<file path="src/crack_settings.svh">
`ifndef CRACK_SETTINGS_SVH
`define CRACK_SETTINGS_SVH

// Number of hashing units behind the dispatcher
`define N_UNITS 4

// Width of one unit output item, 8 or 16
`define UNIT_OUTPUT_WIDTH 8

// Sixteen-bit words in one result (IDs plus digest)
`define RESULT_WORDS 36

// Comparator table index width and depth
`define HASH_NUM_W 3
`define CMP_DEPTH 8

`endif

</file>
<file path="src/crack_pkg.sv">
package crack_pkg;

	// One candidate job from the host
	typedef struct packed {
		logic [31:0] key;
		logic [15:0] word_id;
	} job_t;

	// Result IDs, word 0 sits in the low bits
	typedef struct packed {
		logic [15:0] key_hi;
		logic [15:0] key_lo;
		logic [15:0] pkt_id;
		logic [15:0] word_id;
	} unit_ids_t;

	// Output packet kinds seen by the host
	typedef enum logic [1:0] {
		RESULT = 2'd0,
		CMP_RESULT = 2'd1,
		PACKET_DONE = 2'd2
	} outpkt_type_e;

endpackage

</file>
<file path="src/result_collector.sv">
`timescale 1ns/1ps
`include "crack_settings.svh"

module result_collector (
	input  logic CLK,
	input  logic rst_n,
	input  logic mode_cmp,
	input  logic [`N_UNITS*`UNIT_OUTPUT_WIDTH-1:0] unit_dout,
	input  logic [`N_UNITS-1:0] unit_empty,
	output logic [`N_UNITS-1:0] unit_rd_en,
	input  logic [31:0] num_processed_tx,
	input  logic [15:0] pkt_id_tx,
	input  logic pkt_tx_done,
	output logic pkt_rx_done,
	output logic [31:0] cmp_data,
	output logic cmp_start,
	input  logic cmp_found,
	input  logic cmp_finished,
	input  logic [`HASH_NUM_W-1:0] cmp_hash_num,
	output crack_pkg::outpkt_type_e outpkt_type,
	output logic [15:0] dout,
	input  logic [5:0] rd_addr,
	output logic [15:0] pkt_id,
	output logic [31:0] num_processed,
	output logic [`HASH_NUM_W-1:0] hash_num,
	input  logic rd_en,
	output logic empty,
	output logic [1:0] err
);
	localparam int W = `UNIT_OUTPUT_WIDTH;
	localparam int ITEMS_PER_WORD = 16 / W;
	localparam int FRAME_ITEMS = `RESULT_WORDS * ITEMS_PER_WORD + 2;
	localparam int UNIT_W = (`N_UNITS > 1) ? $clog2(`N_UNITS) : 1;

	typedef enum logic [3:0] {
		ST_DELAY,
		ST_WAIT,
		ST_RX_HEADER,
		ST_RX_DATA,
		ST_RX_END,
		ST_CMP,
		ST_OUT_RESULT,
		ST_PKT_ACCOUNT,
		ST_OUT_DONE,
		ST_HALT
	} state_e;

	state_e state;
	logic [5:0] delay_cnt;
	logic [UNIT_W-1:0] unit_num;
	logic [UNIT_W-1:0] unit_next;
	logic [6:0] rd_left;
	logic [W-1:0] din;
	logic din_vld;
	logic [1:0] rd_count;
	logic [15:0] rd_tmp;
	logic [15:0] word_next;
	logic word_done;
	logic [5:0] word_cnt;
	logic cmp_done;
	logic cmp_hit;
	logic [`HASH_NUM_W-1:0] hit_num;
	logic [15:0] out_buf [64];

	assign unit_next = (unit_num == UNIT_W'(`N_UNITS - 1)) ? '0 : unit_num + 1'b1;

	// Whole frame is ready once empty drops, so read it back to back
	assign unit_rd_en = (rd_left != 7'd0) ? (`N_UNITS'(1) << unit_num) : '0;

	assign dout = out_buf[rd_addr];

	// Insert the incoming item into the word being built, low part first
	always_comb begin
		word_next = rd_tmp;
		word_next[rd_count*W +: W] = din;
	end

	assign word_done = (state == ST_RX_DATA) && din_vld
		&& (rd_count == ITEMS_PER_WORD - 1);

	always_ff @(posedge CLK) begin
		din <= unit_dout[unit_num*W +: W];
		if (state == ST_RX_DATA && din_vld)
			rd_tmp <= word_next;
		if (word_done)
			out_buf[word_cnt] <= word_next;
		// Low half of digest word 0 lives in result words 4 and 5
		if (word_done && word_cnt == 6'd4)
			cmp_data[15:0] <= word_next;
		if (word_done && word_cnt == 6'd5)
			cmp_data[31:16] <= word_next;
	end

	always_ff @(posedge CLK) begin
		if (!rst_n) begin
			state <= ST_DELAY;
			delay_cnt <= '0;
			unit_num <= '0;
			rd_left <= '0;
			din_vld <= 1'b0;
			rd_count <= '0;
			word_cnt <= '0;
			cmp_start <= 1'b0;
			cmp_done <= 1'b0;
			cmp_hit <= 1'b0;
			hit_num <= '0;
			hash_num <= '0;
			pkt_id <= '0;
			pkt_rx_done <= 1'b0;
			num_processed <= '0;
			outpkt_type <= crack_pkg::RESULT;
			empty <= 1'b1;
			err <= 2'b00;
		end else begin
			pkt_rx_done <= 1'b0;
			din_vld <= (rd_left != 7'd0);
			if (rd_left != 7'd0)
				rd_left <= rd_left - 1'b1;

			// Comparison starts while the rest of the frame streams in
			cmp_start <= word_done && (word_cnt == 6'd5) && mode_cmp;

			// The answer is a pulse, keep it for the compare wait
			if (cmp_start) begin
				cmp_done <= 1'b0;
				cmp_hit <= 1'b0;
			end else if (cmp_found) begin
				cmp_done <= 1'b1;
				cmp_hit <= 1'b1;
				hit_num <= cmp_hash_num;
			end else if (cmp_finished) begin
				cmp_done <= 1'b1;
			end

			case (state)
				ST_DELAY: begin
					delay_cnt <= delay_cnt + 1'b1;
					if (delay_cnt == 6'd63)
						state <= ST_WAIT;
				end

				ST_WAIT: begin
					if (!unit_empty[unit_num]) begin
						rd_left <= 7'(FRAME_ITEMS);
						rd_count <= '0;
						word_cnt <= '0;
						state <= ST_RX_HEADER;
					end else begin
						unit_num <= unit_next;
					end
				end

				ST_RX_HEADER: begin
					if (din_vld) begin
						if (din == {W{1'b1}}) begin
							state <= ST_RX_DATA;
						end else begin
							err[0] <= 1'b1;
							state <= ST_HALT;
						end
					end
				end

				ST_RX_DATA: begin
					if (din_vld) begin
						if (rd_count == ITEMS_PER_WORD - 1) begin
							rd_count <= '0;
							word_cnt <= word_cnt + 1'b1;
							// Word 1 carries the packet ID
							if (word_cnt == 6'd1)
								pkt_id <= word_next;
							if (word_cnt == `RESULT_WORDS - 1)
								state <= ST_RX_END;
						end else begin
							rd_count <= rd_count + 1'b1;
						end
					end
				end

				ST_RX_END: begin
					if (din_vld) begin
						if (din != {W{1'b0}}) begin
							err[1] <= 1'b1;
							state <= ST_HALT;
						end else if (mode_cmp) begin
							state <= ST_CMP;
						end else begin
							outpkt_type <= crack_pkg::RESULT;
							empty <= 1'b0;
							state <= ST_OUT_RESULT;
						end
					end
				end

				ST_CMP: begin
					if (cmp_done) begin
						if (cmp_hit) begin
							outpkt_type <= crack_pkg::CMP_RESULT;
							hash_num <= hit_num;
							empty <= 1'b0;
							state <= ST_OUT_RESULT;
						end else begin
							state <= ST_PKT_ACCOUNT;
						end
					end
				end

				ST_OUT_RESULT: begin
					if (rd_en) begin
						empty <= 1'b1;
						state <= ST_PKT_ACCOUNT;
					end
				end

				ST_PKT_ACCOUNT: begin
					num_processed <= num_processed + 1'b1;
					unit_num <= unit_next;
					if (pkt_tx_done && num_processed_tx == num_processed + 32'd1) begin
						outpkt_type <= crack_pkg::PACKET_DONE;
						pkt_id <= pkt_id_tx;
						empty <= 1'b0;
						pkt_rx_done <= 1'b1;
						state <= ST_OUT_DONE;
					end else begin
						state <= ST_WAIT;
					end
				end

				ST_OUT_DONE: begin
					if (rd_en) begin
						empty <= 1'b1;
						num_processed <= '0;
						state <= ST_WAIT;
					end
				end

				// Frame errors park here until reset
				default: state <= ST_HALT;
			endcase
		end
	end

	a_one_cmp_per_frame: assert property (
		@(posedge CLK) disable iff (!rst_n)
		cmp_start |=> (!cmp_start until (state == ST_RX_END))
	);

endmodule

</file>
<file path="config.mk">
export PLATFORM = sky130hd
export DESIGN_NAME = result_collector
export DESIGN_NICKNAME = d
export VERILOG_FILES = /design/src/crack_pkg.sv /design/src/result_collector.sv
export VERILOG_INCLUDE_DIRS = /design/src
export SDC_FILE = /design/constraint.sdc
export NUM_CORES = 1
export LEC_CHECK = 0
export BUFFER_PORTS_ARGS = -buffer_cell sky130_fd_sc_hd__buf_2
export CORE_ASPECT_RATIO = 1.4
export CORE_MARGIN = 2
export CORE_UTILIZATION = 50
export CTS_CLUSTER_SIZE = 40
export DETAILED_ROUTE_END_ITERATION = 7
export GPL_ROUTABILITY_DRIVEN = 0
export MAX_ROUTING_LAYER = met4
export PLACE_DENSITY_LB_ADDON = 0.08
export SYNTH_ARGS = -nofsm -noshare
export SYNTH_HDL_FRONTEND = slang
export SYNTH_SLANG_ARGS = --single-unit
</file>
<file path="constraint.sdc">
create_clock -name CLK -period 5.4 [get_ports CLK]
set_input_delay 1.08 -clock CLK [delete_from_list [all_inputs] [get_ports CLK]]
set_output_delay 1.08 -clock CLK [all_outputs]
set_load 0.05 [all_outputs]
</file>
; Word level (Yosys, flattened, before mapping)
; Memory sizes are Yosys's and may differ from the RTL's.
; Cells that the tools add are included.
[op_classes]
add_sub_neg = 7
order_cmp = 1
eq_ne = 34
n_shift = 4
mux = 61
bitwise_logic = 3
reduce_logical = 31
[op_table]
columns = operator, count
row1 = 2-to-1 mux 16 bit, 4
row2 = case mux 32 bit (2 select lines), 1
row3 = 2-to-1 mux 4 bit, 14
row4 = case mux 4 bit (9 select lines), 1
row5 = negation 5 -> 34 bit, 1
row6 = variable shift 8 x 34 -> 16 bit (first input constant), 1
row7 = indexed part select 8 x 34 -> 16 bit, 1
row8 = adder 32 x 1 -> 32 bit (second input constant), 1
row9 = == test 32 bit, 1
row10 = 2-to-1 mux 32 bit, 1
row11 = case mux 16 bit (2 select lines), 1
row12 = indexed part select 32 x 6 -> 8 bit, 1
row13 = inequality test 2 bit (second input constant), 13
row14 = 2-to-1 mux 2 bit, 12
row15 = 2-to-1 mux 7 bit, 3
row16 = 2-to-1 mux 6 bit, 3
row17 = bitwise mux 16 bit, 1
row18 = == test 4 x 3 -> 1 bit (second input constant), 4
row19 = 2-to-1 mux 1 bit, 14
row20 = adder 6 x 1 -> 6 bit (second input constant), 2
row21 = == test 6 x 3 -> 1 bit (second input constant), 2
row22 = == test 6 bit (second input constant), 2
row23 = case mux 6 bit (2 select lines), 1
row24 = AND reduction 3 bit, 4
row25 = 31 further kinds, 52
[totals]
ff_bits = 147
ram_bits = 1024
input_bits = 100
output_inout_bits = 110
wordCells = 165
n_memories = 1
[mem_list]
columns = name, depth, word_bits, rd, rd_clocked_by_memory_dff, write_ports, line_no
row1 = out_buf, 64, 16, 1, 0, 1, result_collector.sv:63  ; logic [15:0] out_buf [64];

; Depth between registers and ports, before layout
; Gate-level depths: netlist of run 1.
[depth]
ltp_word = 7
depth_mapped = 13

; Worst setup path after synthesis of run 1
; No wires, ideal clock.
[synth_path]
path_kind = input to output
from = input rd_addr[0]
to = output dout[0]
arrival_time_ns = 3.857
t_required_ns = 4.320
path_slack_ns = 0.463
cell_stages = 6
path_buffers = 3
cell_sequence = clkbuf_1 > buf_1 > buf_1 > mux4_2 > mux4_2 > mux4_2
[synth_between]
elab_chain_cells = 1
[synth_lines]
columns = item, line_no
row1 = "start, declared", result_collector.sv:22  ; input logic [5:0] rd_addr,
row2 = memory (64 x 16 bit), n/a
row3 = "end, declared", result_collector.sv:21  ; output logic [15:0] dout,
; Every way passes these cells.

; Final worst setup path of run 1
[layout_path]
from = input rd_addr[0]
to = output dout[7]
; Same word-level chain as after synthesis.

==> impl_metrics.csv, run 1 <==
group,metric,value,unit
clock_network,cts_num_sinks,1171,
timing,setup_ws,0.383,ns
critical_path,arrival,3.94,ns
critical_path,worst_r2r_endpoint,"state[0]$_SDFFE_PN0P_",
drt,viasPerCell,6.18,
timing,fmax,199,MHz
die,dieArea,96000,µm²
synth,syn-num-nets,2503,
placed_design,placedInstanceArea,50100,µm²
pwr,power_density,393,nW/µm²
die,row_count,132,
synth,ys_ff_latch,1171,
clock_network,numCtsBuffers,109,
die,core,92700,µm²
synth,synth_top_family_by_area,"multiplexers",
synth,ys_warn_count,0,
drt,drt_iter0_markers,2712,
placed_design,dp_slack,0.396,ns
timing,final.period_utilization,0.929,
layout,area_delta_synth_final,14.5,%
synth,seq_area_frac_synth,0.731,
placed_design,portBuffers,209,
layout,final_common_cell,"edfxtp_1",
layout,mostFrequentLayoutCells,"edfxtp_1 (1072), mux4_2 (345), buf_2 (206)",
synth,synth_compound_area_frac,0.0207,
die,die_x,262,µm
drt,num_vias,24690,
global_routing,grt_start_max_net_pins,71,
clock_network,cts.repair.resized,0,
layout,fillers,6874,
global_routing,grt_usage,0.271,
drt,drcViolationCount,0,
die,die_h,366,µm
timing,fin_crit,5.02,ns
placed_design,post-dp-hpwl,75.0,mm
clock_network,hold_buffers,0,
layout,fin_area,53500,µm²
timing,skew,0.0292,ns
drt,avgRoutedWirePerCell,31.3,µm
timing,fin_setup_tns,0,ns
timing,finalHoldViolCount,0,
pwr,total_power,21.0,mW
synth,netlist_instances,2388,
outcome,status,"finished, final reports clean",
global_routing,antenna_found_initial,4,
critical_path,critPathCaptureType,"output pin",
synth,syn_area_per_cell,19.6,µm²
drt,detail-route-antenna-nets,0,
worst_hold_path,hp-class,"reg2reg",
synth,yosys.area_share.adder,0.00402,
layout,fin_nets,2808,
synth,synth_xor_area_frac,0.0109,
synth,ys_async_sr_fraction,0,
worst_hold_path,min_from,"pkt_id[8]$_SDFFE_PN0P_",
synth,ys.flop_type,"edfxtp_1",
run,maxCapViolCount,0,
critical_path,rrSetupSlack,1.18,ns
clock_network,cts_buffer_depth,3,
clock_network,clk_pin_slew_worst_paths,0.06,ns
timing,worst_pin_slew,1.26,ns
timing,slew_viol_final,0,
clock_network,cts_root_buf,"clkbuf_16",
timing,setup_viol,0,
worst_hold_path,min_to,"pkt_id[8]$_SDFFE_PN0P_",
critical_path,worstPathMaxFanout,22,
drt,drt_pre_antenna_iters,5,
synth,synth_cell_types,62,
global_routing,grt-ovfl-total,0,
die,io_pins,210,
pwr,leakage,17.3,nW
timing,rsz0062_at_grt,"false",
clock_network,htreeDepth,3,
drt,totalWireLength,125,mm
clock_network,postCtsSetupBuffers,0,
global_routing,grt_pass1_wl,180,mm
critical_path,r2r_start,"num_processed[8]$_SDFFE_PN0P_",
synth,yosysTopAreaCell,"edfxtp_1",
synth,synth.top_cell.area_share,0.689,
worst_hold_path,holdPathStages,2,
pwr,ir_drop,0.000287,V
critical_path,critPathRequiredTime,4.32,ns
clock_network,cts_tree,"yes",
critical_path,r2r_cells,9,
layout,drive_gt1_frac,0.306,
synth,synthSimpleGateAreaFrac,0.0459,
timing,slew_headroom,0.154,
clock_network,clk_latency,0.70,ns
timing,whs,0.459,ns
synth,synth.top_cells.by_area,"edfxtp_1 (69%), mux4_2 (17%), dfxtp_1 (4.2%)",
critical_path,crit_path_start_kind,"input port",
synth,synth-edff-count,1072,
global_routing,grt_pass1_vias,25326,
synth,synth_area,46700,µm²
die,start_util,0.504,
critical_path,worstSetupPathType,"in2out",
synth,synthMuxAreaShare,0.173,
## Yosys cell counts (all sizes together), types with 28 or more instances
master     n
o21ai     46
buf       43
dfxtp     99
edfxtp  1072
nor2     162
mux2i     31
nand3     31
clkbuf    95
or3       28
xnor2     37
inv       30
nand2     94
mux4     345
a21oi     57
## worst max-delay path: stages
cell,delay [ns]
buf_8,0.28
buf_4,0.48
mux4_2,0.67
mux4_2,0.62
mux4_2,0.50
buf_2,0.24
## layout make-up
type                       instances  area [µm²]  share of cell area
multi-input combinational       1048       12100               0.226
tap                             1206        1510              0.0282
inverter                          31         116             0.00218
clock buffer                     145        2930              0.0547
sequential                      1171       34200               0.639
clock inverter                    55         500             0.00935
timing repair buffer             332        2180              0.0407
antenna                            5        12.5            0.000234
## worst max path at each step
stage               start  endpoint  slack (ns)  cells past startpoint
2_1_floorplan  rd_addr[0]   dout[0]        0.46                      6
3_3_place_gp   rd_addr[0]   dout[7]        0.38                      6
3_5_place_dp   rd_addr[0]   dout[7]        0.40                      6
4_1_cts        rd_addr[0]   dout[7]        0.38                      6
5_1_grt        rd_addr[0]   dout[7]        0.33                      6
6_report       rd_addr[0]   dout[7]        0.38                      6
## sequential cells by signal (all words and copies together) (netlist names), 4 cells and up
register and count:
pkt_id 16, delay_cnt 6, cmp_data 32, din 8
num_processed 32, out_buf 1024, rd_tmp 16, rd_left 7
state 4, word_cnt 6
## through the flow
stage,util,std cells
3_3_place_gp,0.540,3788
2_1_floorplan,-,2388
3_5_place_dp,0.540,3788
5_1_grt,0.577,3989
4_1_cts,0.577,3988
6_report,0.577,3993
## logic make-up (layout without fill, tap and decap cells)
| family | Yosys count | in the layout |
|---|---|---|
| AOI/OAI and AO/OA | 161 | 161 |
| DFF | 1171 | 1171 |
| adders and majority gates | 15 | 15 |
| and+or+nand+nor | 438 | 438 |
| muxes | 376 | 376 |
| other | 0 | 5 |
| xor gates and xnor gates | 58 | 58 |
| buffers and inverters | 169 | 563 |
## where the power goes
group | leakage [nW] | total, mW | internal, mW | switching (mW)
sequential | 10.5 | 10.9 | 10.8 | 0.0891
combinational | 5.18 | 2.58 | 0.660 | 1.92
clock | 1.67 | 7.51 | 4.22 | 3.29
total | 17.3 | 21.0 | 15.7 | 5.30
## layer usage
metal,global-route usage,wire length [µm],up-vias
met1,0.345,48300,13165
met3,0.0364,7920,143
li1,-,-,10372
met2,0.461,65800,1010
met5,-,0,-
met4,0.0726,2810,0
No activity file was read; power rests on OpenSTA's default activity.
==> inputs of run 2 (changes only) <==
--- a/config.mk
+++ b/config.mk
@@ -9,7 +9,7 @@
 export BUFFER_PORTS_ARGS = -buffer_cell sky130_fd_sc_hd__buf_2
 export CORE_ASPECT_RATIO = 1.4
 export CORE_MARGIN = 2
-export CORE_UTILIZATION = 50
+export CORE_UTILIZATION = 60
 export CTS_CLUSTER_SIZE = 40
 export DETAILED_ROUTE_END_ITERATION = 7
 export GPL_ROUTABILITY_DRIVEN = 0
==> run 2 against run 1 <==
Fmax grew 5.0%. Non-clock buffer count shrank 3. Sequential cell count did not move. First-iteration DRC count decreased by 13%. Design area fell by 0.46%. Die area down 16%. Utilization up 11 points. Via count decreased by 0.26%. Clock-buffer cell count is 24 lower. Cell count decreased by 4.3%.
==> impl_metrics.csv, run 2 (synthesized netlist as in run 1, its figures left out) <==
group,metric,value,unit
pwr,leakage,17.3,nW
die,core,77500,µm²
clock_network,cts_num_sinks,1171,
layout,mostFrequentLayoutCells,"edfxtp_1 (1072), mux4_2 (345), buf_2 (205)",
drt,viasPerCell,6.45,
pwr,ir_drop,0.000347,V
drt,drt_iter0_markers,2348,
timing,whs,0.465,ns
drt,num_vias,24625,
die,start_util,0.603,
layout,multi_input_area,12100,µm²
critical_path,arrival,3.70,ns
clock_network,numCtsBuffers,103,
clock_network,clk_pin_slew_worst_paths,0.06,ns
pwr,power_density,392,nW/µm²
layout,fin_area,53300,µm²
timing,final.period_utilization,0.885,
drt,detail-route-antenna-nets,0,
critical_path,worstSetupPathType,"in2out",
critical_path,max_stage_delay,0.59,ns
timing,setup_ws,0.622,ns
clock_network,cts_root_buf,"clkbuf_16",
critical_path,critPathCaptureType,"output pin",
layout,fillers,5009,
timing,fmax,209,MHz
layout,final_common_cell,"edfxtp_1",
global_routing,grt-ovfl-total,0,
timing,slew_headroom,0.280,
clock_network,postCtsSetupBuffers,0,
global_routing,grt_usage,0.304,
timing,worst_pin_slew,1.08,ns
timing,fin_setup_tns,0,ns
timing,fin_crit,4.78,ns
global_routing,antenna_found_initial,2,
outcome,status,"finished, final reports clean",
critical_path,crit_chain,"buf_8 > buf_12 > buf_4 > mux4_2 > mux4_2 > mux4_2 > buf_2",
clock_network,htreeDepth,3,
die,die_x,240,µm
global_routing,grt_pass1_wl,167,mm
layout,top_regs,"out_buf: 1024 flops, cmp_data: 32 flops, num_processed: 32 flops",
critical_path,critPathMostFrequentCell,"mux4_2",
drt,avgRoutedWirePerCell,30.3,µm
drt,drcViolationCount,0,
clock_network,cts_buffer_depth,3,
layout,largest_reg_flops,1024,
layout,stdcell_count,3820,
layout,final-seq-area,34200,µm²
critical_path,slowest_stage,"mux4_2",
timing,skew,0.0278,ns
clock_network,cts.repair.resized,0,
layout,top_register,"out_buf",
timing,slew_viol_final,0,
timing,setup_viol,0,
layout,postLayoutCoreUtil,0.687,
placed_design,placedInstanceArea,49800,µm²
placed_design,dp.cells,3624,
pwr,total_power,20.9,mW
die,dieArea,80200,µm²
clock_network,clk_latency,0.68,ns
layout,area_delta_synth_final,13.9,%
critical_path,critPathRequiredTime,4.32,ns
critical_path,crit_path_start_kind,"input port",
die,die_h,334,µm
drt,totalWireLength,116,mm
die,io_pins,210,
drt,drt_pre_antenna_iters,5,
placed_design,post-dp-hpwl,69.5,mm
clock_network,hold_buffers,0,
clock_network,cts_tree,"yes",
layout,drive_gt1_frac,0.315,
critical_path,worstPathMaxFanout,16,
layout,fin_nets,2799,
global_routing,grt_pass1_vias,24986,
timing,finalHoldViolCount,0,
die,row_count,121,
global_routing,grt_start_max_net_pins,69,
timing,rsz0062_at_grt,"false",
placed_design,portBuffers,209,
placed_design,dp_slack,0.603,ns
run,maxCapViolCount,0,
worst_hold_path,hp-class,"reg2reg",
[run 2: power by group]
group | total [mW] | internal (mW) | switching [mW]
Clock | 7.43 | 4.15 | 3.28
Combinational | 2.51 | 0.652 | 1.85
Sequential | 10.9 | 10.8 | 0.0886
Total | 20.9 | 15.6 | 5.22
[run 2: final timing paths]
path,slack (ns),from,endpoint,cells past startpoint
min,0.47,pkt_id[2]$_SDFFE_PN0P_,pkt_id[2]$_SDFFE_PN0P_,2
max reg2reg,1.25,num_processed[5]$_SDFFE_PN0P_,pkt_id[12]$_SDFFE_PN0P_,9
min reg2reg,0.47,pkt_id[2]$_SDFFE_PN0P_,pkt_id[2]$_SDFFE_PN0P_,2
max,0.62,rd_addr[0],dout[6],7
[run 2: critical path: cells and delay by family]
| family | cells | cell delay, ns |
|---|---|---|
| multiplexers | 3 | 1.69 |
| buffers and inverters | 4 | 0.89 |
[run 2: metal layers]
layer | GRT usage | vias to the layer above | wire, µm
li1 | - | 10355 | -
met3 | 0.0396 | 177 | 7890
met5 | - | - | 0
met4 | 0.0901 | 0 | 3260
met1 | 0.388 | 12954 | 43100
met2 | 0.516 | 1139 | 61400
[run 2: final cells by class]
cell class | count | share of cell area
flip-flops and latches | 1171 | 0.642
multi-input cells | 1048 | 0.227
clock buffers | 121 | 0.0525
repair buffers | 329 | 0.0398
well taps | 1045 | 0.0246
clock inverters | 73 | 0.0121
inverters | 31 | 0.00219
diodes | 2 | 0.0000940
==> inputs of run 3 (changes only) <==
--- a/config.mk
+++ b/config.mk
@@ -9,7 +9,7 @@
 export BUFFER_PORTS_ARGS = -buffer_cell sky130_fd_sc_hd__buf_2
 export CORE_ASPECT_RATIO = 1.4
 export CORE_MARGIN = 2
-export CORE_UTILIZATION = 60
+export CORE_UTILIZATION = 40
 export CTS_CLUSTER_SIZE = 40
 export DETAILED_ROUTE_END_ITERATION = 7
 export GPL_ROUTABILITY_DRIVEN = 0
==> run 3 against run 2 <==
Clock skew fell by 0.011 ns. Utilization fell by 22 points. Die area rose by 49%. Clock-buffer cell count rose by 28. Combinational power rose by 4%. Largest power group unchanged.
==> impl_metrics.csv, run 3 (synthesized netlist as in run 1, its figures left out) <==
group,metric,value,unit
critical_path,arrival,3.71,ns
timing,final.period_utilization,0.888,
critical_path,critPathCaptureType,"output pin",
outcome,status,"finished, final reports clean",
layout,largest_reg_flops,1024,
drt,drt_pre_antenna_iters,7,
layout,top_register,"out_buf",
clock_network,cts_buffer_depth,3,
timing,rsz0062_at_grt,"false",
pwr,leakage,17.7,nW
clock_network,clk_pin_slew_worst_paths,0.06,ns
timing,slew_headroom,0.0727,
global_routing,grt_pass1_vias,26221,
layout,fillers,9718,
drt,detail-route-antenna-nets,0,
die,row_count,148,
layout,top_regs,"out_buf: 1024 flops, cmp_data: 32 flops, num_processed: 32 flops",
drt,totalWireLength,131,mm
layout,fin_area,54600,µm²
timing,setup_ws,0.607,ns
run,maxCapViolCount,0,
global_routing,grt-ovfl-total,0,
drt,avgRoutedWirePerCell,30.3,µm
drt,drt_iter0_markers,2252,
die,die_h,408,µm
timing,fin_setup_tns,0,ns
critical_path,critPathRequiredTime,4.32,ns
die,start_util,0.403,
layout,final_common_cell,"edfxtp_1",
timing,fin_crit,4.79,ns
timing,whs,0.456,ns
timing,finalHoldViolCount,0,
worst_hold_path,hp-class,"reg2reg",
layout,fin_nets,2830,
critical_path,path_buf_inv,3,
clock_network,postCtsSetupBuffers,0,
global_routing,antenna_found_initial,6,
pwr,power_density,401,nW/µm²
global_routing,grt_usage,0.228,
clock_network,htreeDepth,3,
layout,multi_input_area,12100,µm²
timing,fmax,209,MHz
layout,mostFrequentLayoutCells,"edfxtp_1 (1072), mux4_2 (345), buf_2 (205)",
timing,worst_pin_slew,1.39,ns
critical_path,critPathMostFrequentCell,"mux4_2",
placed_design,post-dp-hpwl,81.4,mm
pwr,ir_drop,0.000305,V
critical_path,slowest_stage,"mux4_2",
die,die_x,293,µm
global_routing,grt_pass1_wl,188,mm
clock_network,cts_num_sinks,1171,
placed_design,dp_slack,0.546,ns
clock_network,numCtsBuffers,114,
die,dieArea,120000,µm²
drt,num_vias,24549,
layout,drive_gt1_frac,0.324,
clock_network,cts_root_buf,"clkbuf_16",
critical_path,crit_path_start_kind,"input port",
layout,area_delta_synth_final,16.7,%
clock_network,clk_latency,0.71,ns
layout,final-seq-area,34200,µm²
pwr,total_power,21.9,mW
clock_network,cts.repair.resized,0,
timing,skew,0.0167,ns
critical_path,max_stage_delay,0.61,ns
critical_path,worstPathMaxFanout,44,
clock_network,cts_tree,"yes",
critical_path,cp_top_family,"multiplexers",
die,io_pins,210,
critical_path,worstSetupPathType,"in2out",
timing,setup_viol,0,
die,core,116000,µm²
placed_design,portBuffers,209,
clock_network,hold_buffers,0,
critical_path,crit_chain,"buf_8 > buf_12 > mux4_2 > mux4_2 > mux4_2 > buf_2",
drt,drcViolationCount,0,
timing,slew_viol_final,0,
drt,viasPerCell,5.68,
placed_design,placedInstanceArea,50600,µm²
global_routing,grt_start_max_net_pins,67,
==> run 3: area by class of cell <==
class                           count  share of cell area
Multi-Input combinational cell   1048               0.222
Inverter                           31             0.00213
Clock buffer                      149              0.0585
Tap cell                         1500              0.0344
Sequential cell                  1171               0.626
Clock inverter                     68              0.0140
Antenna cell                        3            0.000138
Timing Repair Buffer              349              0.0428
==> run 3: worst paths after layout <==
check                         startpoint                  endpoint  slack, ns  cells after the start
setup / recovery              rd_addr[0]                  dout[12]       0.61                      6
hold / removal    pkt_id[1]$_SDFFE_PN0P_    pkt_id[1]$_SDFFE_PN0P_       0.46                      2
setup reg to reg   state[0]$_SDFFE_PN0P_  out_buf[44][1]$_DFFE_PP_       1.20                      9
hold reg to reg   pkt_id[1]$_SDFFE_PN0P_    pkt_id[1]$_SDFFE_PN0P_       0.46                      2
==> run 3: routing by layer <==
| layer | share of wire | global-route usage | up-vias |
|---|---|---|---|
| met3 | 0.047 | 0.0269 | 151 |
| met4 | 0.024 | 0.0651 | 0 |
| met5 | 0 | - | - |
| met2 | 0.53 | 0.393 | 839 |
| li1 | - | - | 10402 |
| met1 | 0.40 | 0.283 | 13157 |
==> run 3: through the flow <==
stage / instances / utilization
after global placement: 4099 / 0.436
after floorplan: 2388 / -
after detailed placement: 4099 / 0.436
after CTS: 4316 / 0.470
final: 4319 / 0.470
after global routing: 4317 / 0.470
==> run 3: worst min-delay path: stages, from the launching register on <==
cell     delay, ns
dfxtp_1       0.30
nand2_1       0.05
mux2i_1       0.05
==> run 3: where the power goes <==
part           leakage (nW)  total, mW  switching, mW  internal (mW)
clock network          1.95       8.35           3.47           4.88
logic                  5.27       2.61           1.95          0.664
registers              10.5       10.9         0.0871           10.8
total                  17.7       21.9           5.51           16.4
